===== config.mk =====
export PLATFORM = sky130hd
export DESIGN_NAME = rv_core
export DESIGN_NICKNAME = d
export VERILOG_FILES = /design/src/rv_core_pkg.sv /design/src/decode_stage.sv /design/src/execute_stage.sv /design/src/fetch_stage.sv /design/src/hazard_unit.sv /design/src/register_file.sv /design/src/rv_core.sv /design/src/write_back.sv
export SDC_FILE = /design/constraint.sdc
export NUM_CORES = 2
export LEC_CHECK = 0
export BUFFER_PORTS_ARGS = -buffer_cell sky130_fd_sc_hd__buf_2
export CAP_MARGIN = 10
export CORE_MARGIN = 2
export CORE_UTILIZATION = 58
export DETAILED_ROUTE_END_ITERATION = 8
export PLACE_DENSITY = 0.78
export SLEW_MARGIN = 20
export SYNTH_ARGS = -nofsm -noshare
export SYNTH_HDL_FRONTEND = slang
export SYNTH_HIERARCHICAL = 1
export SYNTH_SLANG_ARGS = --single-unit

===== constraint.sdc =====
create_clock -name clk -period 7.17 [get_ports clk]
set_input_delay 2.151 -clock clk [delete_from_list [all_inputs] [get_ports clk]]
set_output_delay 2.151 -clock clk [all_outputs]
set_load 0.1 [all_outputs]

===== src/rv_core_pkg.sv =====
package rv_core_pkg;

  localparam int xlen = 32;

  typedef logic [xlen-1:0] addr_t;
  typedef logic [xlen-1:0] data_t;
  typedef logic [4:0]      reg_idx_t;

  // major opcodes of the supported subset
  localparam logic [6:0] op_reg    = 7'b0110011;
  localparam logic [6:0] op_imm    = 7'b0010011;
  localparam logic [6:0] op_lui    = 7'b0110111;
  localparam logic [6:0] op_load   = 7'b0000011;
  localparam logic [6:0] op_store  = 7'b0100011;
  localparam logic [6:0] op_branch = 7'b1100011;

  // register-register view
  typedef struct packed {
    logic [6:0] funct7;
    reg_idx_t   rs2;
    reg_idx_t   rs1;
    logic [2:0] funct3;
    reg_idx_t   rd;
    logic [6:0] opcode;
  } r_fields_t;

  // register-immediate view
  typedef struct packed {
    logic [11:0] imm12;
    reg_idx_t    rs1;
    logic [2:0]  funct3;
    reg_idx_t    rd;
    logic [6:0]  opcode;
  } i_fields_t;

  typedef union packed {
    r_fields_t         r;
    i_fields_t         i;
    logic [xlen-1:0]   raw;
  } instr_u;

  typedef enum logic [3:0] {
    alu_add,
    alu_sub,
    alu_and,
    alu_or,
    alu_xor,
    alu_slt,
    alu_sll,
    alu_srl,
    alu_pass_b
  } alu_op_e;

  typedef enum logic {
    reg_value,
    wb_value
  } fwd_sel_e;

  typedef struct packed {
    logic   valid;
    addr_t  pc;
    instr_u instr;
  } if_to_id_t;

  typedef struct packed {
    logic     valid;
    addr_t    pc;
    reg_idx_t rs1;
    reg_idx_t rs2;
    reg_idx_t rd;
    data_t    rs1_val;
    data_t    rs2_val;
    data_t    imm;
    alu_op_e  alu_op;
    logic     use_imm;
    logic     reg_write;
    logic     mem_read;
    logic     mem_write;
    logic     branch;
    logic     branch_ne;
  } id_to_ex_t;

  typedef struct packed {
    logic     valid;
    reg_idx_t rd;
    logic     reg_write;
    logic     mem_read;
    data_t    alu_result;
    data_t    load_data;
  } ex_to_wb_t;

  typedef struct packed {
    logic  take_branch;
    addr_t target;
  } ex_to_if_t;

endpackage


===== src/decode_stage.sv =====
module decode_stage
  import rv_core_pkg::*;
  ( input  logic      clk
  , input  logic      reset
  , input  if_to_id_t if_to_id
  , input  logic      wb_we
  , input  reg_idx_t  wb_rd
  , input  data_t     wb_data
  , output id_to_ex_t id_to_ex
  );

  instr_u    instr;
  data_t     imm_i;
  data_t     imm_s;
  data_t     imm_b;
  data_t     imm_u;
  data_t     rs1_val;
  data_t     rs2_val;
  logic      known;
  id_to_ex_t ctrl;

  assign instr = if_to_id.instr;

  // immediate formats
  assign imm_i = {{20{instr.i.imm12[11]}}, instr.i.imm12};
  assign imm_s = {{20{instr.raw[31]}}, instr.raw[31:25], instr.raw[11:7]};
  assign imm_b = {{19{instr.raw[31]}}, instr.raw[31], instr.raw[7], instr.raw[30:25],
                  instr.raw[11:8], 1'b0};
  assign imm_u = {instr.raw[31:12], 12'b0};

  always_comb begin
    ctrl = '0;
    ctrl.alu_op = alu_add;
    known = 1'b1;
    case (instr.r.opcode)
      op_reg: begin
        ctrl.rs1 = instr.r.rs1;
        ctrl.rs2 = instr.r.rs2;
        ctrl.rd = instr.r.rd;
        ctrl.reg_write = 1'b1;
        case (instr.r.funct3)
          3'b000: ctrl.alu_op = instr.r.funct7[5] ? alu_sub : alu_add;
          3'b111: ctrl.alu_op = alu_and;
          3'b110: ctrl.alu_op = alu_or;
          3'b100: ctrl.alu_op = alu_xor;
          3'b010: ctrl.alu_op = alu_slt;
          3'b001: ctrl.alu_op = alu_sll;
          3'b101: ctrl.alu_op = alu_srl;
          default: known = 1'b0;
        endcase
      end
      op_imm: begin
        ctrl.rs1 = instr.i.rs1;
        ctrl.rd = instr.i.rd;
        ctrl.imm = imm_i;
        ctrl.use_imm = 1'b1;
        ctrl.reg_write = 1'b1;
        case (instr.i.funct3)
          3'b000: ctrl.alu_op = alu_add;
          3'b111: ctrl.alu_op = alu_and;
          3'b110: ctrl.alu_op = alu_or;
          3'b100: ctrl.alu_op = alu_xor;
          3'b010: ctrl.alu_op = alu_slt;
          default: known = 1'b0;
        endcase
      end
      op_lui: begin
        ctrl.rd = instr.i.rd;
        ctrl.imm = imm_u;
        ctrl.use_imm = 1'b1;
        ctrl.reg_write = 1'b1;
        ctrl.alu_op = alu_pass_b;
      end
      op_load: begin
        ctrl.rs1 = instr.i.rs1;
        ctrl.rd = instr.i.rd;
        ctrl.imm = imm_i;
        ctrl.use_imm = 1'b1;
        ctrl.reg_write = 1'b1;
        ctrl.mem_read = 1'b1;
        known = instr.i.funct3 == 3'b010;
      end
      op_store: begin
        ctrl.rs1 = instr.r.rs1;
        ctrl.rs2 = instr.r.rs2;
        ctrl.imm = imm_s;
        ctrl.use_imm = 1'b1;
        ctrl.mem_write = 1'b1;
        known = instr.r.funct3 == 3'b010;
      end
      op_branch: begin
        ctrl.rs1 = instr.r.rs1;
        ctrl.rs2 = instr.r.rs2;
        ctrl.imm = imm_b;
        ctrl.branch = 1'b1;
        ctrl.branch_ne = instr.r.funct3[0];
        known = instr.r.funct3[2:1] == 2'b00;
      end
      default: known = 1'b0;
    endcase
    // anything outside the subset becomes a bubble
    if (!known) begin
      ctrl = '0;
      ctrl.alu_op = alu_add;
    end
  end

  register_file register_file_inst
    ( .clk     ( clk      )
    , .reset   ( reset    )
    , .rs1     ( ctrl.rs1 )
    , .rs2     ( ctrl.rs2 )
    , .rs1_val ( rs1_val  )
    , .rs2_val ( rs2_val  )
    , .wb_we   ( wb_we    )
    , .wb_rd   ( wb_rd    )
    , .wb_data ( wb_data  )
    );

  always_comb begin
    id_to_ex = ctrl;
    id_to_ex.valid = if_to_id.valid && known;
    id_to_ex.pc = if_to_id.pc;
    id_to_ex.rs1_val = rs1_val;
    id_to_ex.rs2_val = rs2_val;
  end

  unsupported_opcode: assert property (
    @(posedge clk) disable iff (reset)
    if_to_id.valid |-> known
  ) else $error("decode: unsupported instruction %h at pc %h", instr.raw, if_to_id.pc);

endmodule


===== src/execute_stage.sv =====
module execute_stage
  import rv_core_pkg::*;
  ( input  id_to_ex_t  id_to_ex
  , input  fwd_sel_e   fwd_a
  , input  fwd_sel_e   fwd_b
  , input  data_t      wb_data
  , output ex_to_if_t  ex_to_if
  , output ex_to_wb_t  ex_to_wb
  , output addr_t      dmem_address
  , output data_t      dmem_write_data
  , output logic [3:0] dmem_write_enable
  , input  data_t      dmem_read_data
  );

  data_t op_a;
  data_t op_b_reg;
  data_t op_b;
  data_t alu_result;
  logic  operands_equal;

  // forwarded register operands
  assign op_a     = (fwd_a == wb_value) ? wb_data : id_to_ex.rs1_val;
  assign op_b_reg = (fwd_b == wb_value) ? wb_data : id_to_ex.rs2_val;
  assign op_b     = id_to_ex.use_imm ? id_to_ex.imm : op_b_reg;

  always_comb begin
    case (id_to_ex.alu_op)
      alu_add: alu_result = op_a + op_b;
      alu_sub: alu_result = op_a - op_b;
      alu_and: alu_result = op_a & op_b;
      alu_or:  alu_result = op_a | op_b;
      alu_xor: alu_result = op_a ^ op_b;
      alu_slt: alu_result = {{(xlen-1){1'b0}}, $signed(op_a) < $signed(op_b)};
      alu_sll: alu_result = op_a << op_b[4:0];
      alu_srl: alu_result = op_a >> op_b[4:0];
      default: alu_result = op_b;
    endcase
  end

  // beq and bne compare the register operands, never the immediate
  assign operands_equal = op_a == op_b_reg;

  always_comb begin
    ex_to_if.take_branch = id_to_ex.valid && id_to_ex.branch &&
                           (id_to_ex.branch_ne ? !operands_equal : operands_equal);
    ex_to_if.target = id_to_ex.pc + id_to_ex.imm;
  end

  // data memory, address from the add with the immediate
  assign dmem_address      = alu_result;
  assign dmem_write_data   = op_b_reg;
  assign dmem_write_enable = (id_to_ex.valid && id_to_ex.mem_write) ? 4'b1111 : 4'b0000;

  always_comb begin
    ex_to_wb.valid      = id_to_ex.valid;
    ex_to_wb.rd         = id_to_ex.rd;
    ex_to_wb.reg_write  = id_to_ex.reg_write;
    ex_to_wb.mem_read   = id_to_ex.mem_read;
    ex_to_wb.alu_result = alu_result;
    ex_to_wb.load_data  = dmem_read_data;
  end

  // decode must never hand over a load that also writes memory
  rd_wr_exclusive: assert final (
    !(id_to_ex.valid && id_to_ex.mem_read && dmem_write_enable != 4'b0000)
  ) else $error("execute: memory read and write active together");

endmodule


===== src/fetch_stage.sv =====
module fetch_stage
  import rv_core_pkg::*;
  ( input  logic      clk
  , input  logic      reset
  , input  ex_to_if_t ex_to_if
  , output addr_t     pc
  );

  addr_t pc_next;

  // a taken branch in execute wins over the sequential pc
  always_comb begin
    if (ex_to_if.take_branch) begin
      pc_next = ex_to_if.target;
    end else begin
      pc_next = pc + addr_t'(4);
    end
  end

  always_ff @(posedge clk) begin
    if (reset) begin
      pc <= '0;
    end else begin
      pc <= pc_next;
    end
  end

  // branch targets come from execute, so a bad immediate would show up here
  pc_aligned: assert property (
    @(posedge clk) disable iff (reset)
    pc[1:0] == 2'b00
  ) else $error("fetch: pc %h is not word aligned", pc);

endmodule


===== src/hazard_unit.sv =====
module hazard_unit
  import rv_core_pkg::*;
  ( input  reg_idx_t ex_rs1
  , input  reg_idx_t ex_rs2
  , input  logic     wb_we
  , input  reg_idx_t wb_rd
  , input  logic     take_branch
  , output fwd_sel_e fwd_a
  , output fwd_sel_e fwd_b
  , output logic     flush_d
  , output logic     flush_e
  );

  // wb_we already covers valid, reg_write and a nonzero rd
  function automatic fwd_sel_e select(reg_idx_t src);
    if (wb_we && wb_rd != '0 && wb_rd == src) begin
      return wb_value;
    end
    return reg_value;
  endfunction

  always_comb begin
    fwd_a = select(ex_rs1);
    fwd_b = select(ex_rs2);
  end

  // squash the two instructions fetched behind a taken branch
  assign flush_d = take_branch;
  assign flush_e = take_branch;

endmodule


===== src/register_file.sv =====
module register_file
  import rv_core_pkg::*;
  ( input  logic     clk
  , input  logic     reset
  , input  reg_idx_t rs1
  , input  reg_idx_t rs2
  , output data_t    rs1_val
  , output data_t    rs2_val
  , input  logic     wb_we
  , input  reg_idx_t wb_rd
  , input  data_t    wb_data
  );

  data_t regs [32];

  // x0 reads zero, a same-cycle write is seen by decode
  function automatic data_t read_port(reg_idx_t idx);
    if (idx == '0) begin
      return '0;
    end
    if (wb_we && idx == wb_rd) begin
      return wb_data;
    end
    return regs[idx];
  endfunction

  always_comb begin
    rs1_val = read_port(rs1);
    rs2_val = read_port(rs2);
  end

  // entry 0 is never written
  always_ff @(posedge clk) begin
    if (reset) begin
      for (int i = 0; i < 32; i++) begin
        regs[i] <= '0;
      end
    end else if (wb_we && wb_rd != '0) begin
      regs[wb_rd] <= wb_data;
    end
  end

endmodule


===== src/rv_core.sv =====
module rv_core
  import rv_core_pkg::*;
  ( input  logic       clk
  , input  logic       reset
  , output addr_t      imem_address
  , input  data_t      imem_read_data
  , output addr_t      dmem_address
  , output data_t      dmem_write_data
  , output logic [3:0] dmem_write_enable
  , input  data_t      dmem_read_data
  );

  addr_t     pc;
  if_to_id_t if_to_id_next;
  if_to_id_t if_to_id_reg;
  id_to_ex_t id_to_ex_next;
  id_to_ex_t id_to_ex_reg;
  ex_to_wb_t ex_to_wb_next;
  ex_to_wb_t ex_to_wb_reg;
  ex_to_if_t ex_to_if;
  logic      wb_we;
  reg_idx_t  wb_rd;
  data_t     wb_data;
  fwd_sel_e  fwd_a;
  fwd_sel_e  fwd_b;
  logic      flush_d;
  logic      flush_e;

  fetch_stage fetch_stage_inst
    ( .clk      ( clk      )
    , .reset    ( reset    )
    , .ex_to_if ( ex_to_if )
    , .pc       ( pc       )
    );

  assign imem_address = pc;

  always_comb begin
    if_to_id_next.valid     = 1'b1;
    if_to_id_next.pc        = pc;
    if_to_id_next.instr.raw = imem_read_data;
  end

  // reset and a flush turn the entry into a bubble
  always_ff @(posedge clk) begin
    if_to_id_reg <= if_to_id_next;
    if (reset || flush_d) begin
      if_to_id_reg.valid <= 1'b0;
    end
  end

  decode_stage decode_stage_inst
    ( .clk      ( clk           )
    , .reset    ( reset         )
    , .if_to_id ( if_to_id_reg  )
    , .wb_we    ( wb_we         )
    , .wb_rd    ( wb_rd         )
    , .wb_data  ( wb_data       )
    , .id_to_ex ( id_to_ex_next )
    );

  always_ff @(posedge clk) begin
    id_to_ex_reg <= id_to_ex_next;
    if (reset || flush_e) begin
      id_to_ex_reg.valid <= 1'b0;
    end
  end

  execute_stage execute_stage_inst
    ( .id_to_ex          ( id_to_ex_reg      )
    , .fwd_a             ( fwd_a             )
    , .fwd_b             ( fwd_b             )
    , .wb_data           ( wb_data           )
    , .ex_to_if          ( ex_to_if          )
    , .ex_to_wb          ( ex_to_wb_next     )
    , .dmem_address      ( dmem_address      )
    , .dmem_write_data   ( dmem_write_data   )
    , .dmem_write_enable ( dmem_write_enable )
    , .dmem_read_data    ( dmem_read_data    )
    );

  always_ff @(posedge clk) begin
    ex_to_wb_reg <= ex_to_wb_next;
    if (reset) begin
      ex_to_wb_reg.valid <= 1'b0;
    end
  end

  write_back write_back_inst
    ( .clk      ( clk          )
    , .reset    ( reset        )
    , .ex_to_wb ( ex_to_wb_reg )
    , .wb_we    ( wb_we        )
    , .wb_rd    ( wb_rd        )
    , .wb_data  ( wb_data      )
    );

  hazard_unit hazard_unit_inst
    ( .ex_rs1      ( id_to_ex_reg.rs1     )
    , .ex_rs2      ( id_to_ex_reg.rs2     )
    , .wb_we       ( wb_we                )
    , .wb_rd       ( wb_rd                )
    , .take_branch ( ex_to_if.take_branch )
    , .fwd_a       ( fwd_a                )
    , .fwd_b       ( fwd_b                )
    , .flush_d     ( flush_d              )
    , .flush_e     ( flush_e              )
    );

endmodule


===== src/write_back.sv =====
module write_back
  import rv_core_pkg::*;
  ( input  logic      clk
  , input  logic      reset
  , input  ex_to_wb_t ex_to_wb
  , output logic      wb_we
  , output reg_idx_t  wb_rd
  , output data_t     wb_data
  );

  // load data was captured with the rest of the execute results
  always_comb begin
    if (ex_to_wb.mem_read) begin
      wb_data = ex_to_wb.load_data;
    end else begin
      wb_data = ex_to_wb.alu_result;
    end
  end

  assign wb_rd = ex_to_wb.rd;

  // no write for bubbles or writes to x0
  assign wb_we = ex_to_wb.valid && ex_to_wb.reg_write && ex_to_wb.rd != '0;

  // a register write must never carry unknown data
  known_write_data: assert property (
    @(posedge clk) disable iff (reset)
    wb_we |-> !$isunknown(wb_data)
  ) else $error("write back: unknown data written to x%0d", wb_rd);

endmodule

# [After elaboration in Yosys (flattened, before gate mapping)]
# Memory sizes are Yosys's and may differ from the RTL's.
# Index checks and enable logic that the tools add are counted.
[totals] ram_bits=1024 regBits=323 elab_cells=144 n_memories=1 input_bits=66
[mem_list] memory="decode_stage_inst.register_file_inst.regs" depth=32 word_bits=32 read_ports=2 rd_clocked_by_memory_dff=0 wr=32 line_no="register_file.sv:14" text="data_t regs [32];"
[op_classes] shift=2 eq_ne=24 addsub=4 bitwise_logic=3 order_cmp=1 n_reduce_logical=30 muxes=54
[op_table] operator="32-bit two-way mux" n=14
[op_table] operator="32-bit case mux with 8 select lines" n=1
[op_table] operator="32-bit case mux with 4 select lines" n=1
[op_table] operator="121-bit two-way mux" n=1
[op_table] operator="32-bit adder" n=2
[op_table] operator="32-bit by 3-bit adder with 32-bit output, second input constant" n=1
[op_table] operator="32-bit bitwise AND" n=1
[op_table] operator="32-bit equality test" n=1
[op_table] operator="32-bit less-than comparator" n=1
[op_table] operator="32-bit OR" n=1
[op_table] operator="32-bit OR reduction" n=1
[op_table] operator="32-bit by 5-bit left shift with 32-bit output" n=1
[op_table] operator="32-bit by 5-bit right shift with 32-bit output" n=1
[op_table] operator="32-bit subtractor" n=1
[op_table] operator="32-bit XOR" n=1
[op_table] operator="4-bit case mux with 7 select lines" n=1
[op_table] operator="1-bit two-way mux" n=27
[op_table] operator="7-bit by 6-bit equality test with 1-bit output, second input constant" n=3
[op_table] operator="5-bit equality test" n=4
[op_table] operator="5-bit two-way mux" n=4
[op_table] operator="4-bit by 3-bit equality test with 1-bit output, second input constant" n=4
[op_table] operator="3-bit equality test, second input constant" n=4
[op_table] operator="3-bit case mux with 4 select lines" n=1
[op_table] operator="4-bit case mux with 3 select lines" n=1
[op_table] operator="other kinds (24)" n=40

# [Logic depth before layout (Yosys ltp)]
[logic_depth] word_depth=13 mapped_depth=24

# [By module]
# The synthesis kept the hierarchy.
[modules_own_cells] mod="register_file" cells_per_inst=3904 instances=1 seq_area_each_um2=30749.5 area_each_um2=55664.6
[modules_own_cells] mod="execute_stage" cells_per_inst=1771 instances=1 seq_area_each_um2=0.0 area_each_um2=11972.7
[modules_own_cells] mod="rv_core" cells_per_inst=294 instances=1 seq_area_each_um2=5825.6 area_each_um2=5848.1
[modules_own_cells] mod="fetch_stage" cells_per_inst=222 instances=1 seq_area_each_um2=640.6 area_each_um2=1781.7
[modules_own_cells] mod="decode_stage" cells_per_inst=182 instances=1 seq_area_each_um2=0.0 area_each_um2=1194.9
[modules_own_cells] mod="write_back" cells_per_inst=43 instances=1 seq_area_each_um2=0.0 area_each_um2=455.4
[modules_own_cells] mod="hazard_unit" cells_per_inst=18 instances=1 seq_area_each_um2=0.0 area_each_um2=138.9

# [Worst setup path before layout]
# No wires, ideal clock.
[synth_timing] kind="register to output" startpoint="register ex_to_wb_reg[67] (netlist bit)" endpoint="output port dmem_address[30]" path_stages_with_launch=22 setup_slack_ps=-2217 required_time_ps=5019 path_buffers=4 arrival_time_ps=7236 cell_sequence="dfxtp_1 -> or3_1 -> o311a_1 -> nand4_1 -> nor4_1 -> mux2_2 -> mux2i_1 -> clkbuf_1 -> buf_1 -> clkbuf_1 -> ha_1 -> clkbuf_1 -> a211oi_1 -> o21ai_1 -> o31ai_1 -> o41ai_1 -> a211oi_2 -> o211ai_1 -> a21o_1 -> a2111oi_0 -> nor3_1 -> o2bb2ai_1"
[synth_via] elab_chain_len=10 word_cells_on_any_way=22 cone_classes="add/sub: 2; eq/ne: 2; shift: 2; mux: 8; bitwise: 3; reduce/logical: 5"
[synth_rtl] element="start, declared" line_no="rv_core.sv:19" text="ex_to_wb_t ex_to_wb_reg;"
[synth_rtl] element="start signal, assigned" line_no="rv_core.sv:83" text="ex_to_wb_reg <= ex_to_wb_next;"
[synth_rtl] element="5-bit nonzero test (*)" line_no="write_back.sv:23" text="assign wb_we = ex_to_wb.valid && ex_to_wb.reg_write && ex_to_wb.rd != '0;"
[synth_rtl] element="1-bit logical AND (*)" line_no="write_back.sv:23"
[synth_rtl] element="net wb_we" line_no="rv_core.sv:21" text="logic wb_we;"
[synth_rtl] element="1-bit logical AND (*) (2 in series)" line_no="hazard_unit.sv:16" text="if (wb_we && wb_rd != '0 && wb_rd == src) begin"
[synth_rtl] element="1-bit two-way mux (*)" line_no="hazard_unit.sv:16"
[synth_rtl] element="1-bit two-way mux (*)" line_no="hazard_unit.sv:19" text="return reg_value;"
[synth_rtl] element="net fwd_b" line_no="rv_core.sv:25" text="fwd_sel_e fwd_b;"
[synth_rtl] element="32-bit two-way mux (*)" line_no="execute_stage.sv:23" text="assign op_b_reg = (fwd_b == wb_value) ? wb_data : id_to_ex.rs2_val;"
[synth_rtl] element="net dmem_write_data[2]" line_no="rv_core.sv:8" text=", output data_t dmem_write_data"
[synth_rtl] element="32-bit two-way mux (*)" line_no="execute_stage.sv:24" text="assign op_b = id_to_ex.use_imm ? id_to_ex.imm : op_b_reg;"
[synth_rtl] element="32-bit subtractor (tied with other cells)" line_no="execute_stage.sv:29" text="alu_sub: alu_result = op_a - op_b;"
[synth_rtl] element="32-bit case mux with 8 select lines (*)" line_no="execute_stage.sv:27" text="case (id_to_ex.alu_op)"
[synth_rtl] element="end, declared" line_no="rv_core.sv:7" text=", output addr_t dmem_address"
# Mark *: on every way through the listed nets, which the timed path passes. The rest lies on a longest branch.

# [Worst setup path after layout]
[layout_timing] startpoint="register ex_to_wb_reg[67] (netlist bit)" endpoint="output port dmem_address[28]"
[layout_via] elab_chain_len=10 word_cells_on_any_way=22 cone_classes="add/sub: 2; eq/ne: 2; shift: 2; mux: 8; bitwise: 3; reduce/logical: 5"
[layout_rtl] element="5-bit nonzero test (*)" line_no="write_back.sv:23"
[layout_rtl] element="1-bit logical AND (*)" line_no="write_back.sv:23"
[layout_rtl] element="net wb_we" line_no="rv_core.sv:21"
[layout_rtl] element="1-bit logical AND (*) (2 in series)" line_no="hazard_unit.sv:16"
[layout_rtl] element="1-bit two-way mux (*)" line_no="hazard_unit.sv:16"
[layout_rtl] element="1-bit two-way mux (*)" line_no="hazard_unit.sv:19"
[layout_rtl] element="net fwd_b" line_no="rv_core.sv:25"
[layout_rtl] element="32-bit two-way mux (*)" line_no="execute_stage.sv:23"
[layout_rtl] element="32-bit two-way mux (*)" line_no="execute_stage.sv:24"
[layout_rtl] element="32-bit subtractor (tied with other cells)" line_no="execute_stage.sv:29"
[layout_rtl] element="32-bit case mux with 8 select lines (*)" line_no="execute_stage.sv:27"
# Marked as above.

==> impl_metrics.ini <==
[place]
portBuffers = 165
dp_hpwl_um = 207100
pre_cts_slack_ps = -299.5
dp.cells = 8395
dpl_cell_area_um2 = 83350
gp_congestion = 1.108

[cts]
clock_path_buffers = 3
cts_buffers = 143
cts.clk_slew.worst_paths_ps = 60
h-tree-depth = 4
insertion_delay_ps = 800
tritoncts = done
cts.sinks = 1347
root_buffer = clkbuf_16

[outcome]
violations = DRC, setup timing
status = finished with violations

[global_route]
overflow = 0
grt_max_degree = 92
grt_pass1_wl_um = 429000
grt_pass1_vias = 59430
grtUsageTotal_pct = 44.37
antenna_found_initial = 26

[setup_path]
worstPathMaxFanout = 14
reg2reg_depth = 11
crit_required_ps = 5020
start_kind = flop
crit_path_end_kind = primary output
arrival_ps = 5880
criticalPathCategory = flop to primary output

[drt]
wirelength_um = 306900
detail_route.wl_per_cell_um = 35.26
vias_per_cell = 7.075
post-route-drc-count = 1
drt-pass1-iter-count = 9
dr.first_iter.drc_count = 9965
vias = 61590
detail-route-antenna-nets = 0

[timing]
final_max_slew_viol_count = 0
setup_viol = 32
max_slew.worst_pin.slew_ps = 1337
final.min_clock_period_ps = 8026
rsz0062_at_grt = yes
finalHoldViolations = 0
finalCritPeriodShare_pct = 111.9
clock_skew_ps = 26.95
setup-tns-final_ps = -16000
timing.fmax_mhz = 124.6
maxSlewHeadroom_pct = 9.914
worst_slack_ps = -856.4

[synthesis]
synth.largest_area_cell = edfxtp_1
ys_types = 113
synthArstFlopShare_pct = 0
yosys_register_bits = 1347
yosysTopAreaCellShare_pct = 39.91
ys.flop_type = edfxtp_1
ys_warn_count = 6
postSynthCellCount = 6434
yosysMostFrequentCell = edfxtp_1
avgSynthCellArea_um2 = 11.98
yosysSeqAreaShare_pct = 48.30
synthTopCellsByArea = edfxtp_1 40%, mux4_2 11%, dfxtp_1 8.4%
synth_commonest_cells = 1,024 x edfxtp_1, 1,023 x and2_1, 383 x clkbuf_1
synth_edf_count = 1024
syn_area_um2 = 77060

[pwr]
powerDensity_nw_per_um2 = 197.4
power_frac_clock_pct = 42.2
seq_power_share_pct = 49.5
p_comb_share_pct = 8.3
peakVddDrop_mv = 0.2269
switchingPower_mw = 4.256
p_int_mw = 13.36
p_sw_share_pct = 24.16
p_leak_nw = 33.68
fin_total_pwr_mw = 17.62

[worst_hold_path]
hold_depth = 0
hold_path.class = flop to flop

[final_layout]
fin_area_um2 = 89220
nFillCells = 9437
final_nets = 7037
finalNonFillerCells = 8705
syn_to_final_growth_pct = 15.78
sequential_cell_area_um2 = 37220
multi_input_area_um2 = 37480
largest_reg_flops = 1024
drive_above_1_share_pct = 27.99

[floorplanning]
core_area_um2 = 131600
die_w_um = 368.5
io_pins = 166
rows = 133
die_area_um2 = 135800
fp.dieH_um = 368.5
start_util_pct = 58.54

[flow_run]
cap_violations = 0
worst paths after layout:
kind | endpoint | start | slack [ps]
max | dmem_address[28] | ex_to_wb_reg[67] | -860
min | id_to_ex_reg[135] | if_to_id_reg[46] | 330
max reg2reg | id_to_ex_reg[88] | if_to_id_reg[2] | 1170
min reg2reg | id_to_ex_reg[135] | if_to_id_reg[46] | 330
layout by cell type (no fill, tap or decap), drive strengths merged, types with 186 or more instances in the layout:
master	synthesis	routed
mux4	386	386
nand2	306	306
clkbuf	399	186
and2	1025	1025
buf	281	891
dfxtp	323	323
a21oi	255	255
edfxtp	1024	1024
mux2i	298	298
nor2	270	270
cell families (layout without fill, tap and decap cells):
logic type / after synthesis / in the layout / synth area share, %
AO/OA/AOI/OAI: 1179 / 1179 / 10.60
AND/OR/NAND/NOR: 2004 / 2004 / 14.45
other: 1 / 45 / 0.004867
XOR/XNOR: 107 / 107 / 1.216
buffers and inverters: 807 / 1279 / 5.420
flip-flops: 1347 / 1347 / 48.30
adder cells (fa/ha/maj): 148 / 148 / 2.432
multiplexers: 841 / 841 / 17.59
critical path: stages (launching register included):
cell	delay (ps)
dfxtp_2	320
or3_1	360
o311a_1	320
nand4_1	150
nor4_4	60
buf_12	170
mux2_4	340
o21ai_4	190
inv_4	80
ha_4	170
fa_2	400
nor2b_4	150
o221ai_4	200
a311oi_4	170
a2111oi_4	450
o31ai_2	90
buf_4	150
a211oi_2	200
buf_4	190
o31ai_2	70
xnor2_1	210
a211oi_2	100
buf_4	150
o22ai_4	150
buf_12	210
layer usage:
metal,up-vias,share of wire (%),global-route usage (%)
met4,20,8.2,29.58
met1,30040,34,55.13
met2,5373,44,66.26
met3,1388,14,14.66
li1,24770,-,-
met5,-,0.045,0
stage by stage:
step	hold WS, ps	utilization (%)
final	327.1	67.78
after global routing	328.8	67.76
after CTS	327.4	67.23
after detailed placement	312.8	63.32
after global placement	310.4	63.27
after floorplan	399.7	-
power groups by stage:
stage	logic, mW	clock network (mW)	registers [mW]
finish	1.46	7.43	8.73
global route	1.49	7.73	8.74
CTS	1.39	7.45	8.72
detailed placement	1.34	0	8.88
global placement	1.33	0	8.86
floorplan	0.791	0	8.83
final cells by class:
| type | instances | area share, % |
|---|---|---|
| sequential | 1347 | 41.72 |
| clock inverter | 75 | 0.8471 |
| multi-input combinational | 4311 | 42.01 |
| inverter | 127 | 0.5456 |
| tap | 1755 | 2.461 |
| timing repair buffer | 893 | 8.053 |
| clock buffer | 184 | 4.322 |
| antenna | 13 | 0.03646 |
what timing repair did:
item,4_1_cts,5_1_grt
gates resized for setup,107,96
pin swaps,36,36
buffers inserted,9,28
gates cloned,0,0
hold buffers,0,0
endpoints found under the setup margin,32,32
No activity file was read; power rests on OpenSTA's default activity.
